## src/rtl/packet_pkg.sv

```systemverilog
// Shared widths and depths for the packet store
// Packet word with valid, edge write-back bundle
// SRAM request carrying write enable, address and data

`default_nettype none

package packet_pkg;

    // Packet payload width
    localparam int PACKET_BITS = 32;

    // Packet SRAM geometry
    localparam int MAX_PACKET_LINES = 64;
    localparam int ADDR_BITS = $clog2(MAX_PACKET_LINES);

    // Number of edge processing elements writing back
    localparam int NUM_EDGE_PE = 4;

    // Output queue geometry
    localparam int FIFO_DEPTH = 4;
    localparam int FIFO_PTR_BITS = $clog2(FIFO_DEPTH);
    localparam int FIFO_COUNT_BITS = $clog2(FIFO_DEPTH + 1);

    // One packet with its valid flag
    typedef struct packed {
        logic                   valid;
        logic [PACKET_BITS-1:0] packet;
    } packet_t;

    // One slot per edge processing element, index 0 lowest priority
    typedef packet_t [NUM_EDGE_PE-1:0] edge_packets_t;

    // Single request per cycle to the packet SRAM
    typedef struct packed {
        logic                   wen_n;
        logic [ADDR_BITS-1:0]   addr;
        logic [PACKET_BITS-1:0] wdata;
    } sram_req_t;

endpackage

`default_nettype wire

```

## src/rtl/packet_ctrl.sv

```systemverilog
// Packet controller FSM (IDLE, STREAM, STALL)
// Arbitrates datapath write, edge write-back and replay read
// Owns SRAM write and read pointers

`timescale 1ns/100ps
`default_nettype none

module packet_ctrl (
    input  logic                               clk,
    input  logic                               reset,
    input  packet_pkg::packet_t                dp_packet,
    input  packet_pkg::edge_packets_t          edge_packets,
    input  logic                               full,
    input  logic                               cntl_done,
    input  logic                               replay_iter_flag,
    input  logic [packet_pkg::PACKET_BITS-1:0] rd_data,
    output packet_pkg::sram_req_t              sram_req,
    output packet_pkg::packet_t                fifo_push
);

    import packet_pkg::*;

    typedef enum logic [1:0] {
        IDLE   = 2'd0,
        STREAM = 2'd1,
        STALL  = 2'd2
    } ctrl_state_t;

    ctrl_state_t state;
    ctrl_state_t nx_state;

    logic [ADDR_BITS-1:0] wr_ptr;
    logic [ADDR_BITS-1:0] rd_ptr;
    logic [ADDR_BITS-1:0] nx_wr_ptr;
    logic [ADDR_BITS-1:0] nx_rd_ptr;

    // Edge arbitration results
    logic                   edge_any;
    logic [PACKET_BITS-1:0] edge_word;

    // Chosen action for this cycle
    logic                   pending;
    logic                   do_write;
    logic                   do_read;
    logic [PACKET_BITS-1:0] write_word;

    // Highest valid index wins, so later iterations overwrite
    always_comb begin
        edge_any  = 1'b0;
        edge_word = '0;
        for (int i = 0; i < NUM_EDGE_PE; i++) begin
            if (edge_packets[i].valid) begin
                edge_any  = 1'b1;
                edge_word = edge_packets[i].packet;
            end
        end
    end

    // Stored lines not yet replayed
    assign pending = (rd_ptr != wr_ptr);

    // Datapath first, then edge write-back, then replay read
    always_comb begin
        do_write   = 1'b0;
        do_read    = 1'b0;
        write_word = dp_packet.packet;
        if (state == STREAM && !replay_iter_flag) begin
            if (dp_packet.valid) begin
                do_write = 1'b1;
            end else if (edge_any) begin
                do_write   = 1'b1;
                write_word = edge_word;
            end else if (pending && !full) begin
                do_read = 1'b1;
            end
        end
    end

    // Next state and pointers
    always_comb begin
        nx_state  = state;
        nx_wr_ptr = wr_ptr;
        nx_rd_ptr = rd_ptr;
        if (replay_iter_flag) begin
            // New iteration starts from line zero
            nx_state  = IDLE;
            nx_wr_ptr = '0;
            nx_rd_ptr = '0;
        end else begin
            if (do_write) begin
                nx_wr_ptr = wr_ptr + 1'b1;
            end
            if (do_read) begin
                nx_rd_ptr = rd_ptr + 1'b1;
            end
            case (state)
                IDLE: begin
                    nx_state = STREAM;
                end
                STREAM: begin
                    if (cntl_done) begin
                        nx_state = STALL;
                    end
                end
                STALL: begin
                    nx_state = STALL;
                end
                default: begin
                    nx_state = IDLE;
                end
            endcase
        end
    end

    always_ff @(posedge clk) begin
        if (reset) begin
            state  <= IDLE;
            wr_ptr <= '0;
            rd_ptr <= '0;
        end else begin
            state  <= nx_state;
            wr_ptr <= nx_wr_ptr;
            rd_ptr <= nx_rd_ptr;
        end
    end

    // Address follows rd_ptr unless writing
    always_comb begin
        sram_req.wen_n = !do_write;
        sram_req.addr  = do_write ? wr_ptr : rd_ptr;
        sram_req.wdata = write_word;
    end

    // Read data goes straight into the queue
    always_comb begin
        fifo_push.valid  = do_read;
        fifo_push.packet = rd_data;
    end

endmodule

`default_nettype wire

```

## src/rtl/packet_fifo.sv

```systemverilog
// Output packet queue, first-word fall-through
// Circular buffer with head, tail and count, raises full

`timescale 1ns/100ps
`default_nettype none

module packet_fifo (
    input  logic                clk,
    input  logic                reset,
    input  packet_pkg::packet_t fifo_push,
    input  logic                pop,
    output packet_pkg::packet_t fifo_out,
    output logic                full
);

    import packet_pkg::*;

    logic [PACKET_BITS-1:0]     entries [FIFO_DEPTH];
    logic [FIFO_PTR_BITS-1:0]   head;
    logic [FIFO_PTR_BITS-1:0]   tail;
    logic [FIFO_COUNT_BITS-1:0] count;

    logic empty;
    logic do_push;
    logic do_pop;

    assign empty = (count == '0);
    assign full  = (count == FIFO_COUNT_BITS'(FIFO_DEPTH));

    // Pop on empty is ignored
    assign do_push = fifo_push.valid && !full;
    assign do_pop  = pop && !empty;

    // Payload storage
    always_ff @(posedge clk) begin
        if (do_push) begin
            entries[tail] <= fifo_push.packet;
        end
    end

    always_ff @(posedge clk) begin
        if (reset) begin
            head  <= '0;
            tail  <= '0;
            count <= '0;
        end else begin
            if (do_push) begin
                tail <= (tail == FIFO_PTR_BITS'(FIFO_DEPTH - 1)) ? '0 : tail + 1'b1;
            end
            if (do_pop) begin
                head <= (head == FIFO_PTR_BITS'(FIFO_DEPTH - 1)) ? '0 : head + 1'b1;
            end
            // Simultaneous push and pop leaves count unchanged
            case ({do_push, do_pop})
                2'b10:   count <= count + 1'b1;
                2'b01:   count <= count - 1'b1;
                default: count <= count;
            endcase
        end
    end

    // Head shown whenever something is queued
    always_comb begin
        fifo_out.valid  = !empty;
        fifo_out.packet = entries[head];
    end

endmodule

`default_nettype wire

```

## src/rtl/packet_sram.sv

```systemverilog
// Packet line memory
// Synchronous write on active-low enable, combinational read

`timescale 1ns/100ps
`default_nettype none

module packet_sram (
    input  logic                               clk,
    input  packet_pkg::sram_req_t              sram_req,
    output logic [packet_pkg::PACKET_BITS-1:0] rd_data
);

    import packet_pkg::*;

    logic [PACKET_BITS-1:0] lines [MAX_PACKET_LINES];

    // Write captured at the clock edge
    always_ff @(posedge clk) begin
        if (!sram_req.wen_n) begin
            lines[sram_req.addr] <= sram_req.wdata;
        end
    end

    // Line at the request address, read without a clock
    assign rd_data = lines[sram_req.addr];

endmodule

`default_nettype wire

```

## src/rtl/packet_store_top.sv

```systemverilog
// Packet store top level
// Controller, packet SRAM and output FIFO

`timescale 1ns/100ps
`default_nettype none

module packet_store_top (
    input  logic                      clk,
    input  logic                      reset,
    input  packet_pkg::packet_t       dp_packet,
    input  packet_pkg::edge_packets_t edge_packets,
    input  logic                      cntl_done,
    input  logic                      replay_iter_flag,
    input  logic                      pop,
    output packet_pkg::packet_t       fifo_out
);

    import packet_pkg::*;

    // Controller to SRAM
    sram_req_t              sram_req;
    logic [PACKET_BITS-1:0] rd_data;

    // Controller to FIFO
    packet_t fifo_push;
    logic    full;

    packet_ctrl u_ctrl (
        .clk              (clk),
        .reset            (reset),
        .dp_packet        (dp_packet),
        .edge_packets     (edge_packets),
        .full             (full),
        .cntl_done        (cntl_done),
        .replay_iter_flag (replay_iter_flag),
        .rd_data          (rd_data),
        .sram_req         (sram_req),
        .fifo_push        (fifo_push)
    );

    packet_sram u_sram (
        .clk      (clk),
        .sram_req (sram_req),
        .rd_data  (rd_data)
    );

    packet_fifo u_fifo (
        .clk       (clk),
        .reset     (reset),
        .fifo_push (fifo_push),
        .pop       (pop),
        .fifo_out  (fifo_out),
        .full      (full)
    );

endmodule

`default_nettype wire

```

## config.mk

```make
export PLATFORM = sky130hd
export DESIGN_NAME = packet_store_top
export DESIGN_NICKNAME = d
export VERILOG_FILES = /design/src/rtl/packet_pkg.sv /design/src/rtl/packet_ctrl.sv /design/src/rtl/packet_fifo.sv /design/src/rtl/packet_sram.sv /design/src/rtl/packet_store_top.sv
export SDC_FILE = /design/constraint.sdc
export NUM_CORES = 2
export LEC_CHECK = 0
export BUFFER_PORTS_ARGS = -buffer_cell sky130_fd_sc_hd__buf_4
export CAP_MARGIN = 25
export CORE_MARGIN = 4
export CORE_UTILIZATION = 54
export DETAILED_ROUTE_END_ITERATION = 7
export PLACE_DENSITY = 0.73
export SYNTH_ARGS = -nofsm -noshare
export SYNTH_HDL_FRONTEND = slang
export SYNTH_HIERARCHICAL = 1
export SYNTH_SLANG_ARGS = --single-unit
```

## constraint.sdc

```tcl
create_clock -name clk -period 6 [get_ports clk]
set_clock_uncertainty 0.1 [all_clocks]
set_input_delay 1.2 -clock clk [delete_from_list [all_inputs] [get_ports clk]]
set_output_delay 1.2 -clock clk [all_outputs]
set_load 0.01 [all_outputs]
```

==> results.sh <==
export IMPL_die_area_sq_mm=0.165
export IMPL_whs_path_depth=2
export IMPL_clock_power_share=0.421
export IMPL_synth_area_per_cell_sq_um=17.9
export IMPL_port_buffers=202
export IMPL_seqPwrFrac=0.555
export IMPL_clkSlewWorstSetupHoldPaths_ns=0.06
export IMPL_hold_viol=0
export IMPL_top_layer_used="met5"
export IMPL_power_density_mw_per_mm2=308
export IMPL_r2r_slack_ns=0.83
export IMPL_setup_worst_path_end_class="register"
export IMPL_cts_tree="done"
export IMPL_start_util=0.546
export IMPL_numCtsBuffers=205
export IMPL_routabilityCongestion=0.993
export IMPL_placed_cells=6986
export IMPL_worstRegToRegCells=11
export IMPL_final_fill_count=10600
export IMPL_min_period_over_period=0.861
export IMPL_cts_sinks=2199
export IMPL_hp_start="u_fifo/head[0]"
export IMPL_core_area_sq_mm=0.157
export IMPL_ios=203
export IMPL_failed_checks="design-rule violations"
export IMPL_cp_data_required_time_ns=6.46
export IMPL_grt_max_degree=84
export IMPL_cp_start_kind="input port"
export IMPL_fin_crit_ns=5.17
export IMPL_timing_rr_end="u_fifo/entries[2][27]"
export IMPL_synth_edff_count=2176
export IMPL_htree_levels=4
export IMPL_setup_viol=0
export IMPL_p_int_w=0.0244
export IMPL_ir_worst_vdd_mv=0.269
export IMPL_rsz0062_at_grt="false"
export IMPL_crit_type="in -> reg"
export IMPL_grtUsageTotal=0.301
export IMPL_syn_area_sq_mm=0.0858
export IMPL_fmax_mhz=194
export IMPL_num_rows=145
export IMPL_worstHoldPathType="reg -> reg"
export IMPL_drc=1
export IMPL_cap_violations=0
export IMPL_worst_pin_slew_ns=1.08
export IMPL_synth_nets=4964
export IMPL_synth_seq_cells=2199
export IMPL_wl_met3_um=32400
export IMPL_nNetsFinal=5320
export IMPL_synth_cells=4783
export IMPL_crit_reg2reg_launch="u_ctrl/state[1]"
export IMPL_post_cts_resized=0
export IMPL_p_leak_nw=31.7
export IMPL_status="finished, violations left"
export IMPL_fp_dieW_um=407
export IMPL_ys_top_cells_by_count="edfxtp_1 (2,176), mux2i_1 (269), a221oi_1 (207)"
export IMPL_wl_met2_um=112000
export IMPL_critical_path_arrival_ns=5.63
export IMPL_ctsHoldBuffers=0
export IMPL_dp_hpwl_um=152000
export IMPL_grt_pass1_vias=48500
export IMPL_drv_slew=0
export IMPL_ys_types=74
export IMPL_yosys_warnings=6
export IMPL_ant_nets=0
export IMPL_clockRootBuffer="clkbuf_16"
export IMPL_wl_per_cell_um=33.7
export IMPL_overflow=0
export IMPL_clk_path_buf_depth=3
export IMPL_finalNonFillerCells=7381
export IMPL_drtPass1Iterations=8
export IMPL_ys_seq_area_frac=0.767
export IMPL_post_cts_buffers=0
export IMPL_drtIter0Drc=7750
export IMPL_synth_top_area_frac=0.762
export IMPL_critPathMaxFanout=67
export IMPL_synth_main_ff_cell="edfxtp_1"
export IMPL_syn_to_final_growth_pct=15.6
export IMPL_synth_area_top_cells="edfxtp_1 (76%), mux4_2 (3.4%), mux2i_1 (3.1%), a221oi_1 (2.1%), mux2_2 (1.9%)"
export IMPL_dr_total_vias=49800
export IMPL_grt_pass1_wl_um=352000
export IMPL_antenna_found_initial=18
export IMPL_layout_drive_gt1_share=0.230
export IMPL_crit_path_start="edge_packets[65]"
export IMPL_synth_top_area_cell="edfxtp_1"
export IMPL_hold_ws_ns=0.391
export IMPL_swShare=0.203
export IMPL_die_h_um=407
export IMPL_async_flop_share=0
export IMPL_wl_met1_um=89400
export IMPL_wirelength_um=249000
export IMPL_insertion_delay_ns=0.86
export IMPL_relSlewSlack=0.281
export IMPL_yosysMostFrequentCell="edfxtp_1"
export IMPL_combPwrFrac=0.024
export IMPL_via_per_inst=6.75
export IMPL_p_switching_w=0.00620
critical path: stages:
cell and delay [ns]:
buf_4 0.11, or4_4 0.59, o21ai_2 0.34, mux2_8 0.50, buf_12 0.39, mux4_2 0.38
mux2i_1 0.79, nor2_1 0.08, or4b_1 0.51, or4_1 0.61
power by group through the flow:
stage / clock [W] / sequential (W) / combinational (W)
4_1_cts: 0.0130 / 0.0170 / 0.000710
5_1_grt: 0.0136 / 0.0170 / 0.000752
6_report: 0.0129 / 0.0170 / 0.000724
3_5_place_dp: 0 / 0.0173 / 0.000709
2_1_floorplan: 0 / 0.0173 / 0.000259
3_3_place_gp: 0 / 0.0173 / 0.000682
how the worst max path moves through the flow:
stage	to	slack [ns]	cells past startpoint
2_1_floorplan	u_sram/lines[11][0]	-0.02	14
3_3_place_gp	u_fifo/entries[0][28]	0.02	10
3_5_place_dp	u_fifo/entries[0][4]	-0.07	10
4_1_cts	u_fifo/entries[1][4]	0.81	11
5_1_grt	u_fifo/entries[3][28]	0.62	11
6_report	u_fifo/entries[2][27]	0.83	10
placed cells by master, fill, tap and decap left out, types with 50 or more instances in the layout:
master / instances
nor2_4: 67
nand2_1: 72
o22ai_1: 93
a221oi_1: 207
a22oi_1: 188
mux4_2: 128
edfxtp_1: 2176
mux2_2: 147
buf_12: 63
a21oi_1: 125
mux2i_1: 269
a22o_1: 66
o22a_1: 70
nand3_1: 52
clkbuf_16: 208
buf_4: 454
and3_1: 87
o21ai_0: 85
clkbuf_1: 50
nor2_1: 126
per-stage QoR:
step / TNS, ns / power (W) / utilization / area (sq um) / setup slack (ns)
6_report: 0 / 0.0306 / 0.631 / 99100 / 0.834
5_1_grt: 0 / 0.0313 / 0.631 / 99100 / 0.622
4_1_cts: 0 / 0.0306 / 0.631 / 99100 / 0.810
3_5_place_dp: -0.298 / 0.0180 / 0.588 / 92400 / -0.0746
3_3_place_gp: 0 / 0.0180 / 0.588 / 92300 / 0.0236
2_1_floorplan: -22.55 / 0.0176 / - / 85800 / -0.0226
metal layers:
metal,track usage,vias up
li1,-,20400
met3,0.0917,492
met5,0,-
met2,0.446,3318
met4,0.162,4
met1,0.402,25600
registers in the layout (all words and copies together), names as in the netlist, named ones only:
name            count
u_fifo/count        3
u_fifo/entries    128
u_fifo/head         2
u_ctrl/rd_ptr       6
u_ctrl/wr_ptr       6
u_ctrl/state        2
u_sram/lines     2048
u_fifo/tail         2
cell families (layout without fill, tap and decap cells):
kind of cell,after synthesis,after routing,synth area share
DFF,2199,2199,0.767
AOI/OAI and AO/OA,1047,1047,0.0901
muxes,550,550,0.0851
and+or+nand+nor,546,546,0.0323
buffers and inverters,417,949,0.0222
xor gates and xnor gates,13,13,0.00133
adders and majority gates,11,11,0.00169
other,0,8,0
final cells by class:
| class | instances | area [sq um] | area share |
|---|---|---|---|
| Timing Repair Buffer | 521 | 4720 | 0.0476 |
| Tap cell | 2058 | 2570 | 0.0260 |
| Inverter | 45 | 176 | 0.00178 |
| Sequential cell | 2199 | 65800 | 0.664 |
| Antenna cell | 8 | 20.0 | 0.000202 |
| Clock buffer | 265 | 5490 | 0.0554 |
| Clock inverter | 118 | 1190 | 0.0120 |
| Multi-Input combinational cell | 2167 | 19200 | 0.193 |
(Power assumes the default switching activity.)
